[src/ooo_pkg.sv]
//////////////////////////////////////////////////
// Shared widths, counts, opcodes and types for the
// out-of-order completion core. Modules import it
// inside their bodies and use scoped names in ports
//////////////////////////////////////////////////

package ooo_pkg;

    // Datapath and ID sizing
    localparam int DATA_W       = 16;
    localparam int MAX_INFLIGHT = 8;
    localparam int ID_W         = 3;
    localparam int NUM_WB_UNITS = 2;

    typedef logic [DATA_W-1:0] data_t;
    typedef logic [ID_W-1:0]   id_t;
    typedef logic [4:0]        rd_addr_t;
    typedef logic              unit_sel_t;
    typedef logic [2:0]        op_t;

    // Unit numbers, also the index into completion arrays
    localparam unit_sel_t ALU_UNIT = 1'b0;
    localparam unit_sel_t MUL_UNIT = 1'b1;

    //////////////////////////////////////////////////
    // Opcodes
    //////////////////////////////////////////////////
    localparam op_t OP_ADD  = 3'd0;
    localparam op_t OP_SUB  = 3'd1;
    localparam op_t OP_AND  = 3'd2;
    localparam op_t OP_OR   = 3'd3;
    localparam op_t OP_XOR  = 3'd4;
    // Signed compare, result is 1 or 0
    localparam op_t OP_SLT  = 3'd5;
    // Low half of product
    localparam op_t OP_MUL  = 3'd6;
    // High half of unsigned product
    localparam op_t OP_MULH = 3'd7;

    // Multiplier sequencing
    typedef enum logic {
        MUL_IDLE,
        MUL_BUSY
    } mul_state_t;

endpackage

[src/issue_if.sv]
//////////////////////////////////////////////////
// Registered operation from decode to the execution
// units. One valid per unit, chosen in decode
//////////////////////////////////////////////////
`timescale 1ns/1ps

interface issue_if;
    import ooo_pkg::*;

    logic  alu_valid;
    logic  mul_valid;
    // Shared payload
    id_t   id;
    op_t   op;
    data_t op_a;
    data_t op_b;

    modport decode (output alu_valid, output mul_valid,
                    output id, output op, output op_a, output op_b);
    modport unit (input alu_valid, input mul_valid,
                  input id, input op, input op_a, input op_b);
endinterface

[src/tracking_if.sv]
//////////////////////////////////////////////////
// ID allocation and issue metadata between decode
// and write-back
//////////////////////////////////////////////////
`timescale 1ns/1ps

interface tracking_if;
    import ooo_pkg::*;

    // Allocation side, driven by write-back
    logic      id_available;
    id_t       issue_id;
    // Issue side, driven by decode
    logic      issued;
    unit_sel_t issue_unit;
    rd_addr_t  issue_rd;

    modport decode (input id_available, input issue_id,
                    output issued, output issue_unit, output issue_rd);
    modport wb (output id_available, output issue_id,
                input issued, input issue_unit, input issue_rd);
endinterface

[src/alu_unit.sv]
//////////////////////////////////////////////////
// Single-cycle ALU. Completes in the cycle its
// issue valid is seen
//////////////////////////////////////////////////
`timescale 1ns/1ps

module alu_unit (
    issue_if.unit          iss,
    output logic           done,
    output ooo_pkg::id_t   id,
    output ooo_pkg::data_t result
);
    import ooo_pkg::*;

    assign done = iss.alu_valid;
    assign id   = iss.id;

    always_comb begin
        case (iss.op)
            // Add and subtract wrap at DATA_W
            OP_ADD: result = iss.op_a + iss.op_b;
            OP_SUB: result = iss.op_a - iss.op_b;
            OP_AND: result = iss.op_a & iss.op_b;
            OP_OR:  result = iss.op_a | iss.op_b;
            OP_XOR: result = iss.op_a ^ iss.op_b;
            // Signed less than
            OP_SLT: result = data_t'($signed(iss.op_a) < $signed(iss.op_b));
            // Multiply opcodes never carry alu_valid
            default: result = '0;
        endcase
    end

endmodule

[src/id_tracking.sv]
//////////////////////////////////////////////////
// In-order ID allocator. Hands out the next free ID
// and tracks the oldest one still in flight
//////////////////////////////////////////////////
`timescale 1ns/1ps

module id_tracking (
    input  logic         clk,
    input  logic         rst,
    input  logic         issued,
    input  logic         retired,
    output ooo_pkg::id_t next_id,
    output ooo_pkg::id_t oldest_id,
    output logic         id_available,
    output logic         empty
);
    import ooo_pkg::*;

    // Zero to MAX_INFLIGHT needs one extra bit
    logic [ID_W:0] inflight_count;

    always_ff @(posedge clk) begin
        if (rst) begin
            next_id        <= '0;
            oldest_id      <= '0;
            inflight_count <= '0;
        end else begin
            // Both counters wrap modulo MAX_INFLIGHT
            next_id   <= next_id + id_t'(issued);
            oldest_id <= oldest_id + id_t'(retired);
            if (issued && !retired)
                inflight_count <= inflight_count + 1'b1;
            else if (!issued && retired)
                inflight_count <= inflight_count - 1'b1;
        end
    end

    assign id_available = (inflight_count != (ID_W+1)'(MAX_INFLIGHT));
    assign empty        = (inflight_count == '0);

    // Decode must respect the free ID, write-back must have something to retire
    a_no_issue_full: assert property (@(posedge clk) disable iff (rst) issued |-> id_available)
        else $error("ID issued with all IDs in flight");
    a_no_retire_empty: assert property (@(posedge clk) disable iff (rst) retired |-> !empty)
        else $error("Retire with no ID in flight");

endmodule

[src/issue_decode.sv]
//////////////////////////////////////////////////
// Accepts one instruction at a time, picks the unit
// from the opcode and registers the issue into the
// execution units one cycle later
//////////////////////////////////////////////////
`timescale 1ns/1ps

module issue_decode (
    input  logic             clk,
    input  logic             rst,
    input  logic             instr_valid,
    input  ooo_pkg::op_t     instr_op,
    input  ooo_pkg::rd_addr_t instr_rd,
    input  ooo_pkg::data_t   op_a,
    input  ooo_pkg::data_t   op_b,
    input  logic             mul_busy,
    output logic             issue_ready,
    tracking_if.decode       ti,
    issue_if.decode          iss
);
    import ooo_pkg::*;

    logic      is_mul;
    unit_sel_t unit;
    logic      accept;
    logic      alu_valid_r;
    // Multiply registered but not yet seen by the multiplier
    logic      mul_valid_r;

    //////////////////////////////////////////////////
    // Decode and ready
    //////////////////////////////////////////////////
    assign is_mul = (instr_op == OP_MUL) || (instr_op == OP_MULH);
    assign unit   = is_mul ? MUL_UNIT : ALU_UNIT;

    // Multiplier takes one op at a time
    assign issue_ready = ti.id_available && (!is_mul || !(mul_busy || mul_valid_r));
    assign accept      = instr_valid && issue_ready;

    // Allocation request toward write-back
    assign ti.issued     = accept;
    assign ti.issue_unit = unit;
    assign ti.issue_rd   = instr_rd;

    //////////////////////////////////////////////////
    // Issue register
    //////////////////////////////////////////////////
    always_ff @(posedge clk) begin
        if (rst) begin
            alu_valid_r <= 1'b0;
            mul_valid_r <= 1'b0;
        end else begin
            alu_valid_r <= accept && !is_mul;
            mul_valid_r <= accept && is_mul;
        end
    end

    // Payload only, loaded with the allocated ID
    always_ff @(posedge clk) begin
        if (accept) begin
            iss.id   <= ti.issue_id;
            iss.op   <= instr_op;
            iss.op_a <= op_a;
            iss.op_b <= op_b;
        end
    end

    assign iss.alu_valid = alu_valid_r;
    assign iss.mul_valid = mul_valid_r;

endmodule

[src/mul_unit.sv]
//////////////////////////////////////////////////
// Iterative shift-add multiplier. Latency follows
// the top set bit of op_b, 1 to 16 cycles
//////////////////////////////////////////////////
`timescale 1ns/1ps

module mul_unit (
    input  logic           clk,
    input  logic           rst,
    issue_if.unit          iss,
    output logic           busy,
    output logic           done,
    output ooo_pkg::id_t   id,
    output ooo_pkg::data_t result
);
    import ooo_pkg::*;

    mul_state_t              state;
    // Shifted multiplicand and partial product
    logic [2*DATA_W-1:0]     mcand;
    logic [2*DATA_W-1:0]     acc;
    logic [2*DATA_W-1:0]     sum;
    // Remaining multiplier bits
    data_t                   mplier;
    id_t                     op_id;
    logic                    want_high;

    // This step's partial product
    assign sum = acc + (mplier[0] ? mcand : '0);

    // Finished once no multiplier bits remain after this step
    assign busy   = (state == MUL_BUSY);
    assign done   = busy && (mplier[DATA_W-1:1] == '0);
    assign id     = op_id;
    assign result = want_high ? sum[2*DATA_W-1:DATA_W] : sum[DATA_W-1:0];

    always_ff @(posedge clk) begin
        if (rst)
            state <= MUL_IDLE;
        else if (state == MUL_IDLE && iss.mul_valid)
            state <= MUL_BUSY;
        else if (done)
            state <= MUL_IDLE;
    end

    always_ff @(posedge clk) begin
        if (state == MUL_IDLE && iss.mul_valid) begin
            mcand     <= {{DATA_W{1'b0}}, iss.op_a};
            mplier    <= iss.op_b;
            acc       <= '0;
            op_id     <= iss.id;
            want_high <= (iss.op == OP_MULH);
        end else if (busy) begin
            acc    <= sum;
            mcand  <= mcand << 1;
            mplier <= mplier >> 1;
        end
    end

    // Decode holds multiplies off while the unit works
    a_no_valid_busy: assert property (@(posedge clk) disable iff (rst) iss.mul_valid |-> !busy)
        else $error("Multiply issued while multiplier busy");

endmodule

[src/ooo_core_top.sv]
//////////////////////////////////////////////////
// Core top level. Decode, ALU, multiplier and the
// write-back block joined by plain ports
//////////////////////////////////////////////////
`timescale 1ns/1ps

module ooo_core_top (
    input  logic              clk,
    input  logic              rst,
    input  logic              instr_valid,
    input  ooo_pkg::op_t      instr_op,
    input  ooo_pkg::rd_addr_t instr_rd,
    input  ooo_pkg::data_t    op_a,
    input  ooo_pkg::data_t    op_b,
    output logic              issue_ready,
    output logic              retire_valid,
    output ooo_pkg::id_t      retire_id,
    output ooo_pkg::rd_addr_t retire_rd,
    output ooo_pkg::data_t    retire_data,
    output logic              empty
);
    import ooo_pkg::*;

    tracking_if ti ();
    issue_if    iss ();

    logic  mul_busy;
    // Completion by unit number
    logic  unit_done [NUM_WB_UNITS-1:0];
    id_t   unit_id [NUM_WB_UNITS-1:0];
    data_t unit_result [NUM_WB_UNITS-1:0];

    // Decode
    issue_decode u_decode (
        .clk, .rst, .instr_valid, .instr_op, .instr_rd, .op_a, .op_b,
        .mul_busy, .issue_ready, .ti(ti.decode), .iss(iss.decode)
    );

    // Execute
    alu_unit u_alu (
        .iss    (iss.unit),
        .done   (unit_done[ALU_UNIT]),
        .id     (unit_id[ALU_UNIT]),
        .result (unit_result[ALU_UNIT])
    );

    mul_unit u_mul (
        .clk, .rst, .iss(iss.unit), .busy(mul_busy),
        .done   (unit_done[MUL_UNIT]),
        .id     (unit_id[MUL_UNIT]),
        .result (unit_result[MUL_UNIT])
    );

    // Commit and retire
    write_back u_wb (
        .clk, .rst, .unit_done, .unit_id, .unit_result, .ti(ti.wb),
        .retire_valid, .retire_id, .retire_rd, .retire_data, .empty
    );

endmodule

[src/write_back.sv]
//////////////////////////////////////////////////
// ID-indexed commit buffer. Units complete out of
// order by ID and results retire in issue order
// on a one-cycle retire pulse
//////////////////////////////////////////////////
`timescale 1ns/1ps

module write_back (
    input  logic              clk,
    input  logic              rst,
    input  logic              unit_done [ooo_pkg::NUM_WB_UNITS-1:0],
    input  ooo_pkg::id_t      unit_id [ooo_pkg::NUM_WB_UNITS-1:0],
    input  ooo_pkg::data_t    unit_result [ooo_pkg::NUM_WB_UNITS-1:0],
    tracking_if.wb            ti,
    output logic              retire_valid,
    output ooo_pkg::id_t      retire_id,
    output ooo_pkg::rd_addr_t retire_rd,
    output ooo_pkg::data_t    retire_data,
    output logic              empty
);
    import ooo_pkg::*;

    // Per-ID metadata and results
    unit_sel_t id_unit_select [MAX_INFLIGHT-1:0];
    rd_addr_t  id_rd [MAX_INFLIGHT-1:0];
    data_t     results_by_id [MAX_INFLIGHT-1:0];

    logic [MAX_INFLIGHT-1:0] id_issued_one_hot;
    logic [MAX_INFLIGHT-1:0] id_writing;
    logic [MAX_INFLIGHT-1:0] id_pending;
    logic [MAX_INFLIGHT-1:0] id_pending_r;
    logic [MAX_INFLIGHT-1:0] id_retiring_one_hot;
    logic [MAX_INFLIGHT-1:0] id_inuse;

    id_t  oldest_id;
    id_t  id_retiring;
    logic retiring_next;

    //////////////////////////////////////////////////
    // Completion and issue decode per ID
    //////////////////////////////////////////////////
    always_comb begin
        id_writing = '0;
        for (int i = 0; i < MAX_INFLIGHT; i++) begin
            for (int j = 0; j < NUM_WB_UNITS; j++) begin
                id_writing[i] |= unit_done[j] && (unit_id[j] == ID_W'(i));
            end
        end
    end

    always_comb begin
        id_issued_one_hot = '0;
        id_issued_one_hot[ti.issue_id] = ti.issued;
    end

    // Unit and destination recorded at issue, result muxed by recorded unit
    always_ff @(posedge clk) begin
        for (int i = 0; i < MAX_INFLIGHT; i++) begin
            if (id_issued_one_hot[i]) begin
                id_unit_select[i] <= ti.issue_unit;
                id_rd[i]          <= ti.issue_rd;
            end
            if (id_writing[i])
                results_by_id[i] <= unit_result[id_unit_select[i]];
        end
    end

    //////////////////////////////////////////////////
    // Pending tracking and retire
    //////////////////////////////////////////////////
    assign id_pending    = id_writing | (id_pending_r & ~id_retiring_one_hot);
    // Oldest is either done now or already waiting
    assign retiring_next = id_pending[oldest_id];

    always_ff @(posedge clk) begin
        if (rst) begin
            id_pending_r <= '0;
            retire_valid <= 1'b0;
            id_inuse     <= '0;
        end else begin
            id_pending_r <= id_pending;
            retire_valid <= retiring_next;
            // A freed ID may be handed out again on the same edge
            id_inuse     <= (id_inuse & ~id_retiring_one_hot) | id_issued_one_hot;
        end
    end

    always_ff @(posedge clk) begin
        id_retiring <= oldest_id;
    end

    always_comb begin
        id_retiring_one_hot = '0;
        id_retiring_one_hot[id_retiring] = retire_valid;
    end

    assign retire_id   = id_retiring;
    assign retire_rd   = id_rd[id_retiring];
    assign retire_data = results_by_id[id_retiring];

    // Order of IDs, next free and oldest
    id_tracking id_counters (
        .clk          (clk),
        .rst          (rst),
        .issued       (ti.issued),
        .retired      (retiring_next),
        .next_id      (ti.issue_id),
        .oldest_id    (oldest_id),
        .id_available (ti.id_available),
        .empty        (empty)
    );

    // A unit may only complete an ID that is live and not yet done
    for (genvar j = 0; j < NUM_WB_UNITS; j++) begin : g_done_check
        a_done_issued: assert property (@(posedge clk) disable iff (rst)
            unit_done[j] |-> id_inuse[unit_id[j]] && !id_pending_r[unit_id[j]])
            else $error("Unit %0d completed an ID that is not in flight", j);
    end

endmodule
[config.mk]
export PLATFORM = sky130hd
export DESIGN_NAME = ooo_core_top
export DESIGN_NICKNAME = d
export VERILOG_FILES = /design/src/ooo_pkg.sv /design/src/issue_if.sv /design/src/tracking_if.sv /design/src/alu_unit.sv /design/src/id_tracking.sv /design/src/issue_decode.sv /design/src/mul_unit.sv /design/src/ooo_core_top.sv /design/src/write_back.sv
export SDC_FILE = /design/constraint.sdc
export NUM_CORES = 1
export LEC_CHECK = 0
export ABC_CLOCK_PERIOD_IN_PS = 11750
export BUFFER_PORTS_ARGS = -buffer_cell sky130_fd_sc_hd__buf_4
export CAP_MARGIN = 10
export CORE_MARGIN = 10
export CORE_UTILIZATION = 60
export CTS_BUF_LIST = sky130_fd_sc_hd__clkbuf_4 sky130_fd_sc_hd__clkbuf_8 sky130_fd_sc_hd__clkbuf_16
export DETAILED_ROUTE_END_ITERATION = 10
export PLACE_DENSITY = 0.8
export SLEW_MARGIN = 10
export SYNTH_ARGS = -nofsm -noshare
export SYNTH_HDL_FRONTEND = slang
export SYNTH_HIERARCHICAL = 1
export SYNTH_SLANG_ARGS = --single-unit
[constraint.sdc]
create_clock -name clk -period 11.75 [get_ports clk]
set_clock_uncertainty 0.15 [all_clocks]
set_input_delay 2.9375 -clock clk [delete_from_list [all_inputs] [get_ports clk]]
set_output_delay 2.9375 -clock clk [all_outputs]
set_load 0.01 [all_outputs]
==> results.json <==
{
  "cts_buffers": 35,
  "final_common_cell": "edfxtp_1",
  "ir_drop_mv": 0.134,
  "die_width_um": 197,
  "p_per_area_nw_per_um2": 180,
  "antenna_found_initial": 0,
  "clk_pin_slew_ps": 60,
  "switchingPower_w": 0.00120,
  "critical_path_class": "in -> out",
  "crit_path_cell_trace": "buf_4 > o211ai_1 > and2_1 > buf_4",
  "totalWireLength_mm": 47.2,
  "post-cts-setup-buffers": 0,
  "cts-resized-gates": 0,
  "slowest_stage": "and2_1",
  "cts_tree": "done",
  "relSlewSlack": 0.244,
  "maxSlewViolCount": 0,
  "finalSetupTns_ps": 0,
  "htree_levels": 2,
  "cts.sinks": 323,
  "grt.met1_usage": 0.326,
  "core_sq_um": 30800,
  "fp.dieH_um": 197,
  "critPathArrivalTime_ps": 3460,
  "clock_latency_ps": 530,
  "yosys_register_bits": 323,
  "synthesis.instances": 1665,
  "cpPeakStageDelay_ps": 180,
  "fmax_mhz": 153,
  "p_clk_frac": 0.289,
  "drv_cap": 0,
  "dp.cells": 2041,
  "path_delay_family": "buffers and inverters",
  "hold_path_class": "reg -> reg",
  "postCtsHoldBufs": 0,
  "synth-edff-count": 250,
  "dr.first_iter.drc_count": 1396,
  "grt_pass1_wl_mm": 74.0,
  "grt_use_met2": 0.391,
  "detail_route.wl_per_cell_um": 22.4,
  "timing.final.crit_share": 0.557,
  "syn_nets": 1800,
  "rsz0062_at_grt": "no",
  "n_antenna_cell": 0,
  "outcome": "completed",
  "syn_area_per_cell_sq_um": 11.3,
  "syn_area_sq_um": 18900,
  "routed_via_density": 6.48,
  "critPathMaxFanout": 4,
  "grt.total_usage": 0.238,
  "setup_violations": 0,
  "use_met3": 0.0308,
  "top_usage_layer": "met2",
  "crit_path_start_kind": "input pin",
  "yosysSeqAreaShare": 0.475,
  "synth_warnings": 6,
  "syn2layout_area_growth_pct": 9.18,
  "ys_async_sr_fraction": 0,
  "dieArea_sq_um": 38900,
  "drt_drc_violations_left": 0,
  "core.rowCount": 64,
  "p_leak_nw": 7.70,
  "worstPathRequired_ps": 8660,
  "grt_max_degree": 56,
  "final_cells": 2105,
  "layout.nets": 1817,
  "start_util": 0.612,
  "drt-pass1-iter-count": 6,
  "min_period_ps": 6540,
  "gr-total-overflow": 0,
  "worst-path-buf-inv": 2,
  "end_kind": "primary output",
  "internal_power_w": 0.00250,
  "clock-root-buffer": "clkbuf_16",
  "tightestPinTransition_ps": 1130,
  "synth_ff_type": "edfxtp_1",
  "crit_path_frequent_cell": "buf_4",
  "clk_path_buf_depth": 3,
  "gp_congestion": 0.928,
  "hold_violations": 0,
  "first_global_vias": 13200,
  "combPwrFrac": 0.308,
  "vias": 13600,
  "p_sw_frac": 0.324,
  "layout_common_cells": "edfxtp_1 (250), mux2_2 (188), nand2_1 (109)",
  "antenna_left": 0,
  "final_layout_size_suffix_gt1_frac": 0.223,
  "dpl.hpwl_mm": 31.3,
  "port_buffers": 69,
  "seq_power_share": 0.403,
  "io-pin-count": 70,
  "netlist-cell-type-count": 107
}
final cells by class:
type,count,area (sq um)
clock inverter,19,179
multi-input combinational,1158,9050
inverter,77,292
timing repair buffer,87,653
clock buffer,45,951
fill,2291,10200
sequential,323,8980
tap,396,495
layer usage:
layer	vias up	wire length (um)
met5	-	0
met4	0	1160
met3	90	3490
met2	593	22100
met1	6639	20500
li1	6309	-
final timing paths:
check / cells after the start / endpoint / startpoint / slack, ps
setup / recovery: 4 / issue_ready / instr_op[1] / 5210
hold / removal: 0 / u_wb/retire_id[2]$_DFF_P_ / u_wb/id_counters/oldest_id[2]$_SDFF_PP0_ / 300
setup reg to reg: 11 / u_wb/results_by_id[7][14]$_DFFE_PP_ / u_mul/mplier[0]$_DFFE_PP_ / 7120
hold reg to reg: 0 / u_wb/retire_id[2]$_DFF_P_ / u_wb/id_counters/oldest_id[2]$_SDFF_PP0_ / 300
power groups by stage:
| stage | Combinational [W] | Clock [W] | Sequential (W) |
|---|---|---|---|
| floorplan | 0.000852 | 0 | 0.00147 |
| global placement | 0.00107 | 0 | 0.00151 |
| detailed placement | 0.00111 | 0 | 0.00152 |
| CTS | 0.00112 | 0.00109 | 0.00149 |
| global route | 0.00123 | 0.00114 | 0.00151 |
| finish | 0.00114 | 0.00107 | 0.00149 |
cells in the mapped netlist (5+ instances only):
master	count	area, sq um
nor3_1	12	60.1
nand2_1	109	409
o21ai_1	29	145
clkbuf_1	54	203
mux2_1	21	236
o221ai_1	11	96.3
nor2b_1	20	125
xor2_1	10	87.6
a21oi_1	64	320
nor2_1	88	330
edfxtp_1	250	7510
nand4b_1	5	43.8
buf_6	6	67.6
nor4_1	13	81.3
and4_1	6	52.6
a31oi_1	14	87.6
o21a_1	5	37.5
buf_4	16	120
and2_1	39	244
o22a_1	20	175
dfxtp_1	73	1460
or3_1	5	31.3
o22ai_1	10	62.6
o21ai_0	61	305
a21o_1	19	143
nand4_1	9	56.3
and3_1	7	43.8
ha_1	88	1100
nand3_1	23	115
buf_1	8	30.0
xnor2_1	23	201
nand2b_1	11	68.8
mux2i_1	30	300
a22oi_1	48	360
or4_1	5	37.5
buf_2	19	95.1
mux2_2	188	2120
a211oi_2	6	75.1
a22o_1	17	149
inv_1	72	270
o211ai_1	10	75.1
a211o_1	6	52.6
a211oi_1	12	90.1
sequential cells by signal, indices dropped and copies added (netlist names), 4 cells and up:
register	flops
u_wb/id_rd	40
u_decode/iss.op_b	16
u_mul/mcand	32
u_wb/results_by_id	128
u_mul/acc	32
u_wb/id_pending_r	8
u_decode/iss.op_a	16
u_wb/id_unit_select	8
u_mul/mplier	16
u_wb/id_counters/inflight_count	4
per-stage QoR:
stage / area, sq um / power [W] / hold WS (ps) / utilization / worst slack [ps]
after global routing: 20600 / 0.00388 / 325 / 0.668 / 5180
after detailed placement: 19500 / 0.00262 / 282 / 0.631 / 5200
after CTS: 20600 / 0.00370 / 294 / 0.668 / 5190
final: 20600 / 0.00370 / 298 / 0.668 / 5210
after floorplan: 18900 / 0.00232 / 240 / - / 5460
after global placement: 19500 / 0.00259 / 279 / 0.631 / 5200
kinds of logic after synthesis:
family	count (synthesis)	share of synthesized area
AOI/OAI and AO/OA	398	0.150
and+or+nand+nor	396	0.111
adders and majority gates	92	0.0626
buffers and inverters	184	0.0457
xor gates and xnor gates	33	0.0153
DFF	323	0.475
muxes	239	0.141
Note: power is estimated with default switching activity, not from simulation.
